$ cat config.mk
export PLATFORM = sky130hd
export DESIGN_NAME = rsp_prep_top
export DESIGN_NICKNAME = d
export VERILOG_FILES = /design/src/rtl/rsp_sample_pkg.sv /design/src/rtl/rsp_reg_pkg.sv /design/src/rtl/rsp_prep_ctrl.sv /design/src/rtl/rsp_prep_dc_sub.sv /design/src/rtl/rsp_prep_cmul.sv /design/src/rtl/rsp_prep_top.sv
export VERILOG_INCLUDE_DIRS = /design/src /design/src/rtl
export SDC_FILE = /design/constraint.sdc
export NUM_CORES = 2
export LEC_CHECK = 0
export BUFFER_PORTS_ARGS = -buffer_cell sky130_fd_sc_hd__buf_2
export CORE_UTILIZATION = 45
export CTS_CLUSTER_DIAMETER = 60
export DETAILED_ROUTE_END_ITERATION = 8
export GPL_ROUTABILITY_DRIVEN = 0
export GPL_TIMING_DRIVEN = 1
export SLEW_MARGIN = 10
export SYNTH_ARGS = -nofsm -noshare
export SYNTH_HDL_FRONTEND = slang
export SYNTH_SLANG_ARGS = --single-unit
$ cat constraint.sdc
create_clock -name clk -period 5.8 [get_ports clk]
set_input_delay 0.29 -clock clk [delete_from_list [all_inputs] [get_ports clk]]
set_output_delay 0.29 -clock clk [all_outputs]
set_load 0.01 [all_outputs]
$ cat src/rtl/rsp_prep_cfg.svh
`ifndef RSP_PREP_CFG_SVH
`define RSP_PREP_CFG_SVH

// one real or imaginary part
`define RSP_COMP_W 16
// weight is Q2.14
`define RSP_FRAC_W 14

// apb bus widths
`define RSP_ADDR_W 8
`define RSP_DATA_W 32

// pipeline depth per stage, in cycles
`define RSP_LAT_SUB 1
`define RSP_LAT_MUL 4

// register byte offsets
`define RSP_REG_CTRL   8'h00
`define RSP_REG_OFFS   8'h04
`define RSP_REG_WGT    8'h08
`define RSP_REG_SATCNT 8'h0C

`endif

$ cat src/rtl/rsp_sample_pkg.sv
`include "rsp_prep_cfg.svh"

package rsp_sample_pkg;

  // single signed part of a complex value
  typedef logic signed [`RSP_COMP_W-1:0] comp_t;

  // packed sample, imag high and real low
  typedef logic [2*`RSP_COMP_W-1:0] sample_t;

  // packed weight, same layout as a sample
  typedef logic [2*`RSP_COMP_W-1:0] weight_t;

  // full precision sum of products
  // two guard bits above the 32 bit product
  typedef logic signed [2*`RSP_COMP_W+1:0] prod_t;

endpackage

$ cat src/rtl/rsp_reg_pkg.sv
`include "rsp_prep_cfg.svh"

package rsp_reg_pkg;

  // apb address and data words
  typedef logic [`RSP_ADDR_W-1:0] paddr_t;
  typedef logic [`RSP_DATA_W-1:0] pdata_t;

  // phase of the bus in the current cycle
  typedef enum logic [1:0] {
    IDLE,
    SETUP,
    ACCESS
  } apb_phase_e;

endpackage

$ cat src/rtl/rsp_prep_ctrl.sv
`include "rsp_prep_cfg.svh"

module rsp_prep_ctrl
  import rsp_sample_pkg::*;
  import rsp_reg_pkg::*;
(
  input  logic    clk,
  input  logic    rst_n,
  input  logic    i_psel,
  input  logic    i_penable,
  input  logic    i_pwrite,
  input  paddr_t  i_paddr,
  input  pdata_t  i_pwdata,
  output pdata_t  o_prdata,
  output logic    o_pready,
  output logic    o_pslverr,
  input  logic    i_sat,
  output logic    o_bypass,
  output sample_t o_offset,
  output weight_t o_weight
);

  // 1.0 + 0j in Q2.14
  localparam weight_t WGT_RST = weight_t'(1 << `RSP_FRAC_W);

  apb_phase_e state_q;
  apb_phase_e phase;
  logic       access;
  logic       addr_hit;
  logic       wr_en;
  logic       ctrl_wr;
  logic       bypass_q;
  sample_t    offset_q;
  weight_t    weight_q;
  weight_t    weight_dly [`RSP_LAT_SUB];
  pdata_t     satcnt_q;
  pdata_t     rd_mux;

  //////////////////////////////////////////////////
  // apb phase tracking
  //////////////////////////////////////////////////

  // access only counts after a proper setup cycle
  always_comb begin
    if (!i_psel) begin
      phase = IDLE;
    end else if (i_penable && (state_q == SETUP)) begin
      phase = ACCESS;
    end else begin
      phase = SETUP;
    end
  end

  always_ff @(posedge clk or negedge rst_n) begin
    if (!rst_n) begin
      state_q <= IDLE;
    end else begin
      state_q <= phase;
    end
  end

  assign access = (phase == ACCESS);

  // decode, readback mux
  always_comb begin
    addr_hit = 1'b1;
    rd_mux   = '0;
    case (i_paddr)
      `RSP_REG_CTRL:   rd_mux = pdata_t'(bypass_q);
      `RSP_REG_OFFS:   rd_mux = offset_q;
      `RSP_REG_WGT:    rd_mux = weight_q;
      `RSP_REG_SATCNT: rd_mux = satcnt_q;
      default:         addr_hit = 1'b0;
    endcase
  end

  // zero wait states
  assign o_pready  = 1'b1;
  assign o_prdata  = (access && !i_pwrite) ? rd_mux : '0;
  assign o_pslverr = access && !addr_hit;
  // unmapped writes dropped
  assign wr_en     = access && i_pwrite && addr_hit;
  assign ctrl_wr   = wr_en && (i_paddr == `RSP_REG_CTRL);

  //////////////////////////////////////////////////
  // register file
  //////////////////////////////////////////////////

  always_ff @(posedge clk or negedge rst_n) begin
    if (!rst_n) begin
      bypass_q <= 1'b0;
      offset_q <= '0;
      weight_q <= WGT_RST;
    end else if (wr_en) begin
      case (i_paddr)
        `RSP_REG_CTRL: bypass_q <= i_pwdata[0];
        `RSP_REG_OFFS: offset_q <= i_pwdata;
        `RSP_REG_WGT:  weight_q <= i_pwdata;
        // satcnt is read only
        default: ;
      endcase
    end
  end

  // saturation events, cleared by any ctrl write
  always_ff @(posedge clk or negedge rst_n) begin
    if (!rst_n) begin
      satcnt_q <= '0;
    end else if (ctrl_wr) begin
      satcnt_q <= '0;
    end else if (i_sat) begin
      satcnt_q <= satcnt_q + 1'b1;
    end
  end

  // weight lags by the dc_sub depth so that a sample sees
  // offset and weight from the same cycle
  always_ff @(posedge clk or negedge rst_n) begin
    if (!rst_n) begin
      for (int i = 0; i < `RSP_LAT_SUB; i++) begin
        weight_dly[i] <= WGT_RST;
      end
    end else begin
      weight_dly[0] <= weight_q;
      for (int i = 1; i < `RSP_LAT_SUB; i++) begin
        weight_dly[i] <= weight_dly[i-1];
      end
    end
  end

  assign o_bypass = bypass_q;
  assign o_offset = offset_q;
  assign o_weight = weight_dly[`RSP_LAT_SUB-1];

endmodule

$ cat src/rtl/rsp_prep_dc_sub.sv
`include "rsp_prep_cfg.svh"

module rsp_prep_dc_sub
  import rsp_sample_pkg::*;
(
  input  logic    clk,
  input  logic    rst_n,
  input  logic    i_valid,
  input  sample_t i_data,
  input  logic    i_bypass,
  input  sample_t i_offset,
  output logic    o_valid,
  output sample_t o_data,
  output logic    o_bypass,
  output logic    o_sat
);

  // symmetric limit, +-32767
  localparam int SAT_HI = 2 ** (`RSP_COMP_W - 1) - 1;

  comp_t                       x_re;
  comp_t                       x_im;
  comp_t                       u_re;
  comp_t                       u_im;
  logic signed [`RSP_COMP_W:0] diff_re;
  logic signed [`RSP_COMP_W:0] diff_im;
  logic                        clip_re;
  logic                        clip_im;

  function automatic comp_t clamp(input logic signed [`RSP_COMP_W:0] v);
    if (v > SAT_HI) begin
      return comp_t'(SAT_HI);
    end else if (v < -SAT_HI) begin
      return comp_t'(-SAT_HI);
    end
    return v[`RSP_COMP_W-1:0];
  endfunction

  // unpack parts
  assign x_re = i_data[`RSP_COMP_W-1:0];
  assign x_im = i_data[2*`RSP_COMP_W-1:`RSP_COMP_W];
  assign u_re = i_offset[`RSP_COMP_W-1:0];
  assign u_im = i_offset[2*`RSP_COMP_W-1:`RSP_COMP_W];

  // one extra bit, no wrap
  assign diff_re = x_re - u_re;
  assign diff_im = x_im - u_im;
  assign clip_re = (diff_re > SAT_HI) || (diff_re < -SAT_HI);
  assign clip_im = (diff_im > SAT_HI) || (diff_im < -SAT_HI);

  // control and flags
  always_ff @(posedge clk or negedge rst_n) begin
    if (!rst_n) begin
      o_valid  <= 1'b0;
      o_bypass <= 1'b0;
      o_sat    <= 1'b0;
    end else begin
      o_valid  <= i_valid;
      o_bypass <= i_bypass;
      o_sat    <= i_valid && !i_bypass && (clip_re || clip_im);
    end
  end

  // payload, held between samples
  always_ff @(posedge clk) begin
    if (i_valid) begin
      if (i_bypass) begin
        o_data <= i_data;
      end else begin
        o_data <= {clamp(diff_im), clamp(diff_re)};
      end
    end
  end

endmodule

$ cat src/rtl/rsp_prep_cmul.sv
`include "rsp_prep_cfg.svh"

module rsp_prep_cmul
  import rsp_sample_pkg::*;
(
  input  logic    clk,
  input  logic    rst_n,
  input  logic    i_valid,
  input  sample_t i_data,
  input  logic    i_bypass,
  input  logic    i_sat,
  input  weight_t i_weight,
  output logic    o_valid,
  output sample_t o_data,
  output logic    o_sat
);

  // sideband stages before the output register
  localparam int DEPTH  = `RSP_LAT_MUL - 1;
  localparam int SAT_HI = 2 ** (`RSP_COMP_W - 1) - 1;

  // stage 1, x = a + jb, w = c + jd
  comp_t                           s1_a;
  comp_t                           s1_b;
  comp_t                           s1_c;
  comp_t                           s1_d;
  // stage 2
  logic signed [`RSP_COMP_W:0]     s2_sum;
  logic signed [`RSP_COMP_W:0]     s2_dif;
  logic signed [2*`RSP_COMP_W-1:0] s2_ad;
  logic signed [2*`RSP_COMP_W-1:0] s2_bc;
  // stage 3
  prod_t                           s3_gauss;
  prod_t                           s3_dm;
  prod_t                           s3_dp;
  // stage 4, comb part
  prod_t                           re_full;
  prod_t                           re_sh;
  prod_t                           im_sh;
  comp_t                           re_sat;
  comp_t                           im_sat;
  logic                            clip_re;
  logic                            clip_im;
  // sideband pipe
  logic [DEPTH-1:0]                vld_p;
  logic [DEPTH-1:0]                byp_p;
  logic [DEPTH-1:0]                sat_p;
  sample_t                         byp_data [DEPTH];

  //////////////////////////////////////////////////
  // gauss datapath
  //////////////////////////////////////////////////

  // capture operands
  always_ff @(posedge clk) begin
    s1_a <= i_data[`RSP_COMP_W-1:0];
    s1_b <= i_data[2*`RSP_COMP_W-1:`RSP_COMP_W];
    s1_c <= i_weight[`RSP_COMP_W-1:0];
    s1_d <= i_weight[2*`RSP_COMP_W-1:`RSP_COMP_W];
  end

  // a+b, c-d, plus the two cross products
  always_ff @(posedge clk) begin
    s2_sum <= s1_a + s1_b;
    s2_dif <= s1_c - s1_d;
    s2_ad  <= s1_a * s1_d;
    s2_bc  <= s1_b * s1_c;
  end

  // (a+b)(c-d) = ac - ad + bc - bd
  always_ff @(posedge clk) begin
    s3_gauss <= s2_sum * s2_dif;
    s3_dm    <= s2_ad - s2_bc;
    s3_dp    <= s2_ad + s2_bc;
  end

  // re = ac - bd, im = ad + bc
  assign re_full = s3_gauss + s3_dm;
  // drop fraction bits, truncating
  assign re_sh   = re_full >>> `RSP_FRAC_W;
  assign im_sh   = s3_dp >>> `RSP_FRAC_W;

  assign clip_re = (re_sh > SAT_HI) || (re_sh < -SAT_HI);
  assign clip_im = (im_sh > SAT_HI) || (im_sh < -SAT_HI);

  always_comb begin
    re_sat = re_sh[`RSP_COMP_W-1:0];
    if (re_sh > SAT_HI) begin
      re_sat = comp_t'(SAT_HI);
    end else if (re_sh < -SAT_HI) begin
      re_sat = comp_t'(-SAT_HI);
    end
  end

  always_comb begin
    im_sat = im_sh[`RSP_COMP_W-1:0];
    if (im_sh > SAT_HI) begin
      im_sat = comp_t'(SAT_HI);
    end else if (im_sh < -SAT_HI) begin
      im_sat = comp_t'(-SAT_HI);
    end
  end

  //////////////////////////////////////////////////
  // sideband and output
  //////////////////////////////////////////////////

  always_ff @(posedge clk or negedge rst_n) begin
    if (!rst_n) begin
      vld_p   <= '0;
      byp_p   <= '0;
      sat_p   <= '0;
      o_valid <= 1'b0;
      o_sat   <= 1'b0;
    end else begin
      vld_p   <= {vld_p[DEPTH-2:0], i_valid};
      byp_p   <= {byp_p[DEPTH-2:0], i_bypass};
      sat_p   <= {sat_p[DEPTH-2:0], i_sat};
      o_valid <= vld_p[DEPTH-1];
      // upstream flag or own clipping, never in bypass
      o_sat   <= vld_p[DEPTH-1] &&
                 (sat_p[DEPTH-1] || (!byp_p[DEPTH-1] && (clip_re || clip_im)));
    end
  end

  // raw sample rides along for bypass
  always_ff @(posedge clk) begin
    byp_data[0] <= i_data;
    for (int i = 1; i < DEPTH; i++) begin
      byp_data[i] <= byp_data[i-1];
    end
    if (byp_p[DEPTH-1]) begin
      o_data <= byp_data[DEPTH-1];
    end else begin
      o_data <= {im_sat, re_sat};
    end
  end

endmodule

$ cat src/rtl/rsp_prep_top.sv
module rsp_prep_top
  import rsp_sample_pkg::*;
  import rsp_reg_pkg::*;
(
  input  logic    clk,
  input  logic    rst_n,
  input  logic    i_psel,
  input  logic    i_penable,
  input  logic    i_pwrite,
  input  paddr_t  i_paddr,
  input  pdata_t  i_pwdata,
  output pdata_t  o_prdata,
  output logic    o_pready,
  output logic    o_pslverr,
  input  logic    i_valid,
  input  sample_t i_data,
  output logic    o_valid,
  output sample_t o_data
);

  // config from ctrl
  logic    bypass;
  sample_t offset;
  weight_t weight;
  // dc_sub to cmul
  logic    sub_valid;
  sample_t sub_data;
  logic    sub_bypass;
  logic    sub_sat;
  // saturation pulse back to ctrl
  logic    mul_sat;

  rsp_prep_ctrl u_ctrl (
    .clk       (clk),
    .rst_n     (rst_n),
    .i_psel    (i_psel),
    .i_penable (i_penable),
    .i_pwrite  (i_pwrite),
    .i_paddr   (i_paddr),
    .i_pwdata  (i_pwdata),
    .o_prdata  (o_prdata),
    .o_pready  (o_pready),
    .o_pslverr (o_pslverr),
    .i_sat     (mul_sat),
    .o_bypass  (bypass),
    .o_offset  (offset),
    .o_weight  (weight)
  );

  rsp_prep_dc_sub u_dc_sub (
    .clk      (clk),
    .rst_n    (rst_n),
    .i_valid  (i_valid),
    .i_data   (i_data),
    .i_bypass (bypass),
    .i_offset (offset),
    .o_valid  (sub_valid),
    .o_data   (sub_data),
    .o_bypass (sub_bypass),
    .o_sat    (sub_sat)
  );

  rsp_prep_cmul u_cmul (
    .clk      (clk),
    .rst_n    (rst_n),
    .i_valid  (sub_valid),
    .i_data   (sub_data),
    .i_bypass (sub_bypass),
    .i_sat    (sub_sat),
    .i_weight (weight),
    .o_valid  (o_valid),
    .o_data   (o_data),
    .o_sat    (mul_sat)
  );

endmodule

==> flow_summary.json <==
{
  "fin_ws_ns": -0.167,
  "grt_pass1_vias": 39900,
  "worst_pin_slew_ns": 1.09,
  "max_freq_mhz": 168,
  "fin_cells": 7670,
  "route.detailed.drc": 0,
  "rows": 125,
  "top_regs": "u_cmul.byp_data: 66 flops, u_cmul.s3_gauss: 34 flops, u_cmul.s3_dm: 33 flops",
  "ys_seq_area_frac": 0.218,
  "placed_area_sq_mm": 0.0583,
  "synth_area_per_cell_sq_um": 9.56,
  "outcome": "complete, but fails checks",
  "power_density_mw_per_mm2": 236,
  "met1_length_um": 67300,
  "syn-num-nets": 6824,
  "hold_start": "i_data[21]",
  "critPathTopFamily": "adder cells",
  "cp_slowest_cell": "fa_1",
  "dp_slack_ns": -0.449,
  "top_layer": "met5",
  "antenna_found_initial": 13,
  "areaGrowthSynthToFinish_pct": 18.8,
  "drv_cap": 0,
  "dr_wl_met3_um": 7630,
  "die_x_um": 344,
  "fin_area_sq_mm": 0.0626,
  "drt_iter0_drc": 2120,
  "initial_core_util": 0.454,
  "core_sq_mm": 0.116,
  "r2r-start": "u_cmul.s1_b[8]",
  "p_total_uw": 14700,
  "clkSlewWorstSetupHoldPaths_ns": 0.06,
  "wl_per_cell_um": 19.0,
  "grt_util_all_layers": 0.250,
  "cpMostUsedCell": "fa_1",
  "synth-edff-count": 32,
  "synthesis.area_sq_mm": 0.0527,
  "cp-start-kind": "flip-flop",
  "min_period_over_period": 1.03,
  "failed_checks": "setup timing",
  "relSlewSlack": 0.262,
  "drive_gt1_frac": 0.181,
  "cp.required_ns": 6.32,
  "ff2ff_setup_slack_ns": -0.17,
  "grt_pass1_wl_um": 229000,
  "critPathLaunch": "u_cmul.s1_b[8]",
  "numClockSinks": 521,
  "arrival_ns": 6.49,
  "htree_levels": 2,
  "ys_types": 95,
  "die_h_um": 344,
  "synthArstFlopShare": 0.278,
  "ant_nets": 0,
  "ys_seq_elements": 521,
  "dp_hpwl_um": 122000,
  "routed_via_density": 5.10,
  "met2WireLength_um": 68000,
  "synth_ff_type": "dfxtp_1",
  "worst_hold_slack_ns": 0.0268,
  "dieArea_sq_mm": 0.118,
  "drtPass1Iterations": 6,
  "ir_drop_uv": 213,
  "wirelength_um": 146000,
  "cts_buffer_depth": 3,
  "period_needed_ns": 5.97,
  "cts_buffers": 61,
  "setup_violations": 4,
  "grt_max_degree": 80,
  "yosys_warnings": 0,
  "ios": 145,
  "nets": 7406,
  "critPathMaxStageDelay_ns": 0.54,
  "leakage_uw": 0.0313,
  "finalHoldViolations": 0,
  "synthCells": 5511,
  "grt-ovfl-total": 0,
  "rsz0062_at_grt": "true",
  "regMostFlops": "u_cmul.byp_data",
  "vias": 39200,
  "fin_skew_ns": 0.0215,
  "cts_root_buf": "clkbuf_16",
  "crit_chain": "buf_6, and2_4, fa_1, inv_2, fa_1, fa_1, inv_2, fa_1, fa_1, inv_1, fa_1, inv_2, ha_4, nor2_2, o211ai_1, a311oi_4, nor3_4, o31a_1, a21oi_2, a21oi_2, a221o_1, a21oi_2, xnor2_1",
  "min_path_type": "input pin to flip-flop",
  "end_kind": "flip-flop",
  "clkLatencyLatePin_ns": 0.66,
  "finalMaxSlewViolations": 0,
  "path_max_fanout": 4,
  "critical_path_class": "flip-flop to flip-flop",
  "cp_num_buf_inv": 5,
  "cts_tree": "yes",
  "largest_register_ffs": 66,
  "dp.cells": 7449,
  "port_buffers": 143
}
through the flow:
step / util / setup TNS, ns
final: 0.539 / -0.372
after global routing: 0.539 / -2.76
after CTS: 0.531 / -0.289
after detailed placement: 0.503 / -6.71
after global placement: 0.503 / -4.68
after floorplan: - / 0
kinds of logic (layout without fill, tap and decap cells):
logic type | count (synthesis) | in the layout | synth area share
AND/OR/NAND/NOR | 1513 | 1513 | 0.142
buffers and inverters | 1225 | 1859 | 0.0874
adder cells (fa/ha/maj) | 1236 | 1236 | 0.411
AO/OA/AOI/OAI | 718 | 718 | 0.0880
XOR/XNOR | 225 | 225 | 0.0376
multiplexers | 72 | 72 | 0.0155
other | 1 | 2 | 0.0000712
flip-flops | 521 | 521 | 0.218
synthesized netlist by cell type, types with 7 or more instances:
| cell | count | area (sq um) |
|---|---|---|
| and3_1 | 36 | 225 |
| clkbuf_1 | 164 | 616 |
| a21oi_1 | 203 | 1020 |
| a221o_1 | 10 | 100 |
| nand2b_1 | 35 | 219 |
| o21a_1 | 29 | 218 |
| mux2_2 | 68 | 766 |
| fa_1 | 825 | 16500 |
| nor4_1 | 15 | 93.8 |
| dfrtp_1 | 143 | 3580 |
| o31ai_1 | 16 | 120 |
| a2bb2oi_1 | 12 | 105 |
| xor2_1 | 56 | 490 |
| o41ai_1 | 7 | 61.3 |
| nand4_1 | 23 | 144 |
| inv_1 | 1052 | 3950 |
| o21bai_1 | 31 | 233 |
| nor3b_1 | 7 | 52.6 |
| a211o_1 | 9 | 78.8 |
| and2_1 | 402 | 2510 |
| xnor2_1 | 168 | 1470 |
| a21boi_0 | 8 | 60.1 |
| or3_1 | 30 | 188 |
| o21ai_0 | 164 | 821 |
| edfxtp_1 | 32 | 961 |
| a31oi_1 | 23 | 144 |
| dfxtp_1 | 344 | 6890 |
| nor3_1 | 62 | 310 |
| ha_1 | 410 | 5130 |
| a211oi_1 | 27 | 203 |
| o211ai_1 | 20 | 150 |
| nand3_1 | 52 | 260 |
| nor2_1 | 239 | 897 |
| a22oi_1 | 35 | 263 |
| or2_2 | 10 | 62.6 |
| a21o_1 | 52 | 390 |
| nor2b_1 | 31 | 194 |
| nand2_1 | 537 | 2020 |
timing repair:
item / in CTS / in global routing
gates resized for setup: 158 / 217
hold endpoints to repair: 151 / 0
endpoints found under the setup margin: 34 / 37
buffers inserted: 20 / 35
hold buffers: 54 / 0
pin swaps: 47 / 158
per-layer routing:
metal,vias to the layer above,global-route usage
met1,19500,0.360
met4,2,0.0486
met5,-,0
met3,164,0.0293
met2,1062,0.409
li1,18500,-
final timing paths:
kind	endpoint	cells past startpoint
max	u_cmul.s2_bc[31]	23
min	u_dc_sub.o_data[21]	2
max reg2reg	u_cmul.s2_bc[31]	23
min reg2reg	u_cmul.byp_data[0][65]	0
max in group asynchronous	u_cmul.o_valid	3
min in group asynchronous	u_ctrl.o_offset[7]	2
cell type report:
cell class | count | area, sq um
Antenna cell | 1 | 2.50
Multi-Input combinational cell | 3765 | 37500
Sequential cell | 521 | 11700
Inverter | 1054 | 3960
Fill cell | 10400 | 53500
Clock buffer | 75 | 1620
Clock inverter | 40 | 473
Timing Repair Buffer | 690 | 5410
Tap cell | 1524 | 1910
power breakdown:
part / total [uW] / internal, uW / switching (uW) / leakage [uW]
combinational: 6420 / 2860 / 3560 / 0.0254
sequential: 4390 / 4040 / 350 / 0.00486
clock: 3930 / 2230 / 1700 / 0.00102
total: 14700 / 9130 / 5610 / 0.0313
placed cells by master (no fill, tap or decap), drive strengths merged, types with 32 or more instances in the layout:
cell type    count
clkbuf          75
and3            36
o21ai          166
ha             410
nor3            62
fa             825
a21o            53
xnor2          169
xor2            56
dlygate4sd3     54
nor2           239
edfxtp          32
dfrtp          143
and2           402
inv           1068
nand2b          35
buf            636
dfxtp          344
mux2            68
a22oi           35
nand3           52
nand2          537
a21oi          203
Note: power is estimated with default switching activity, not from simulation.
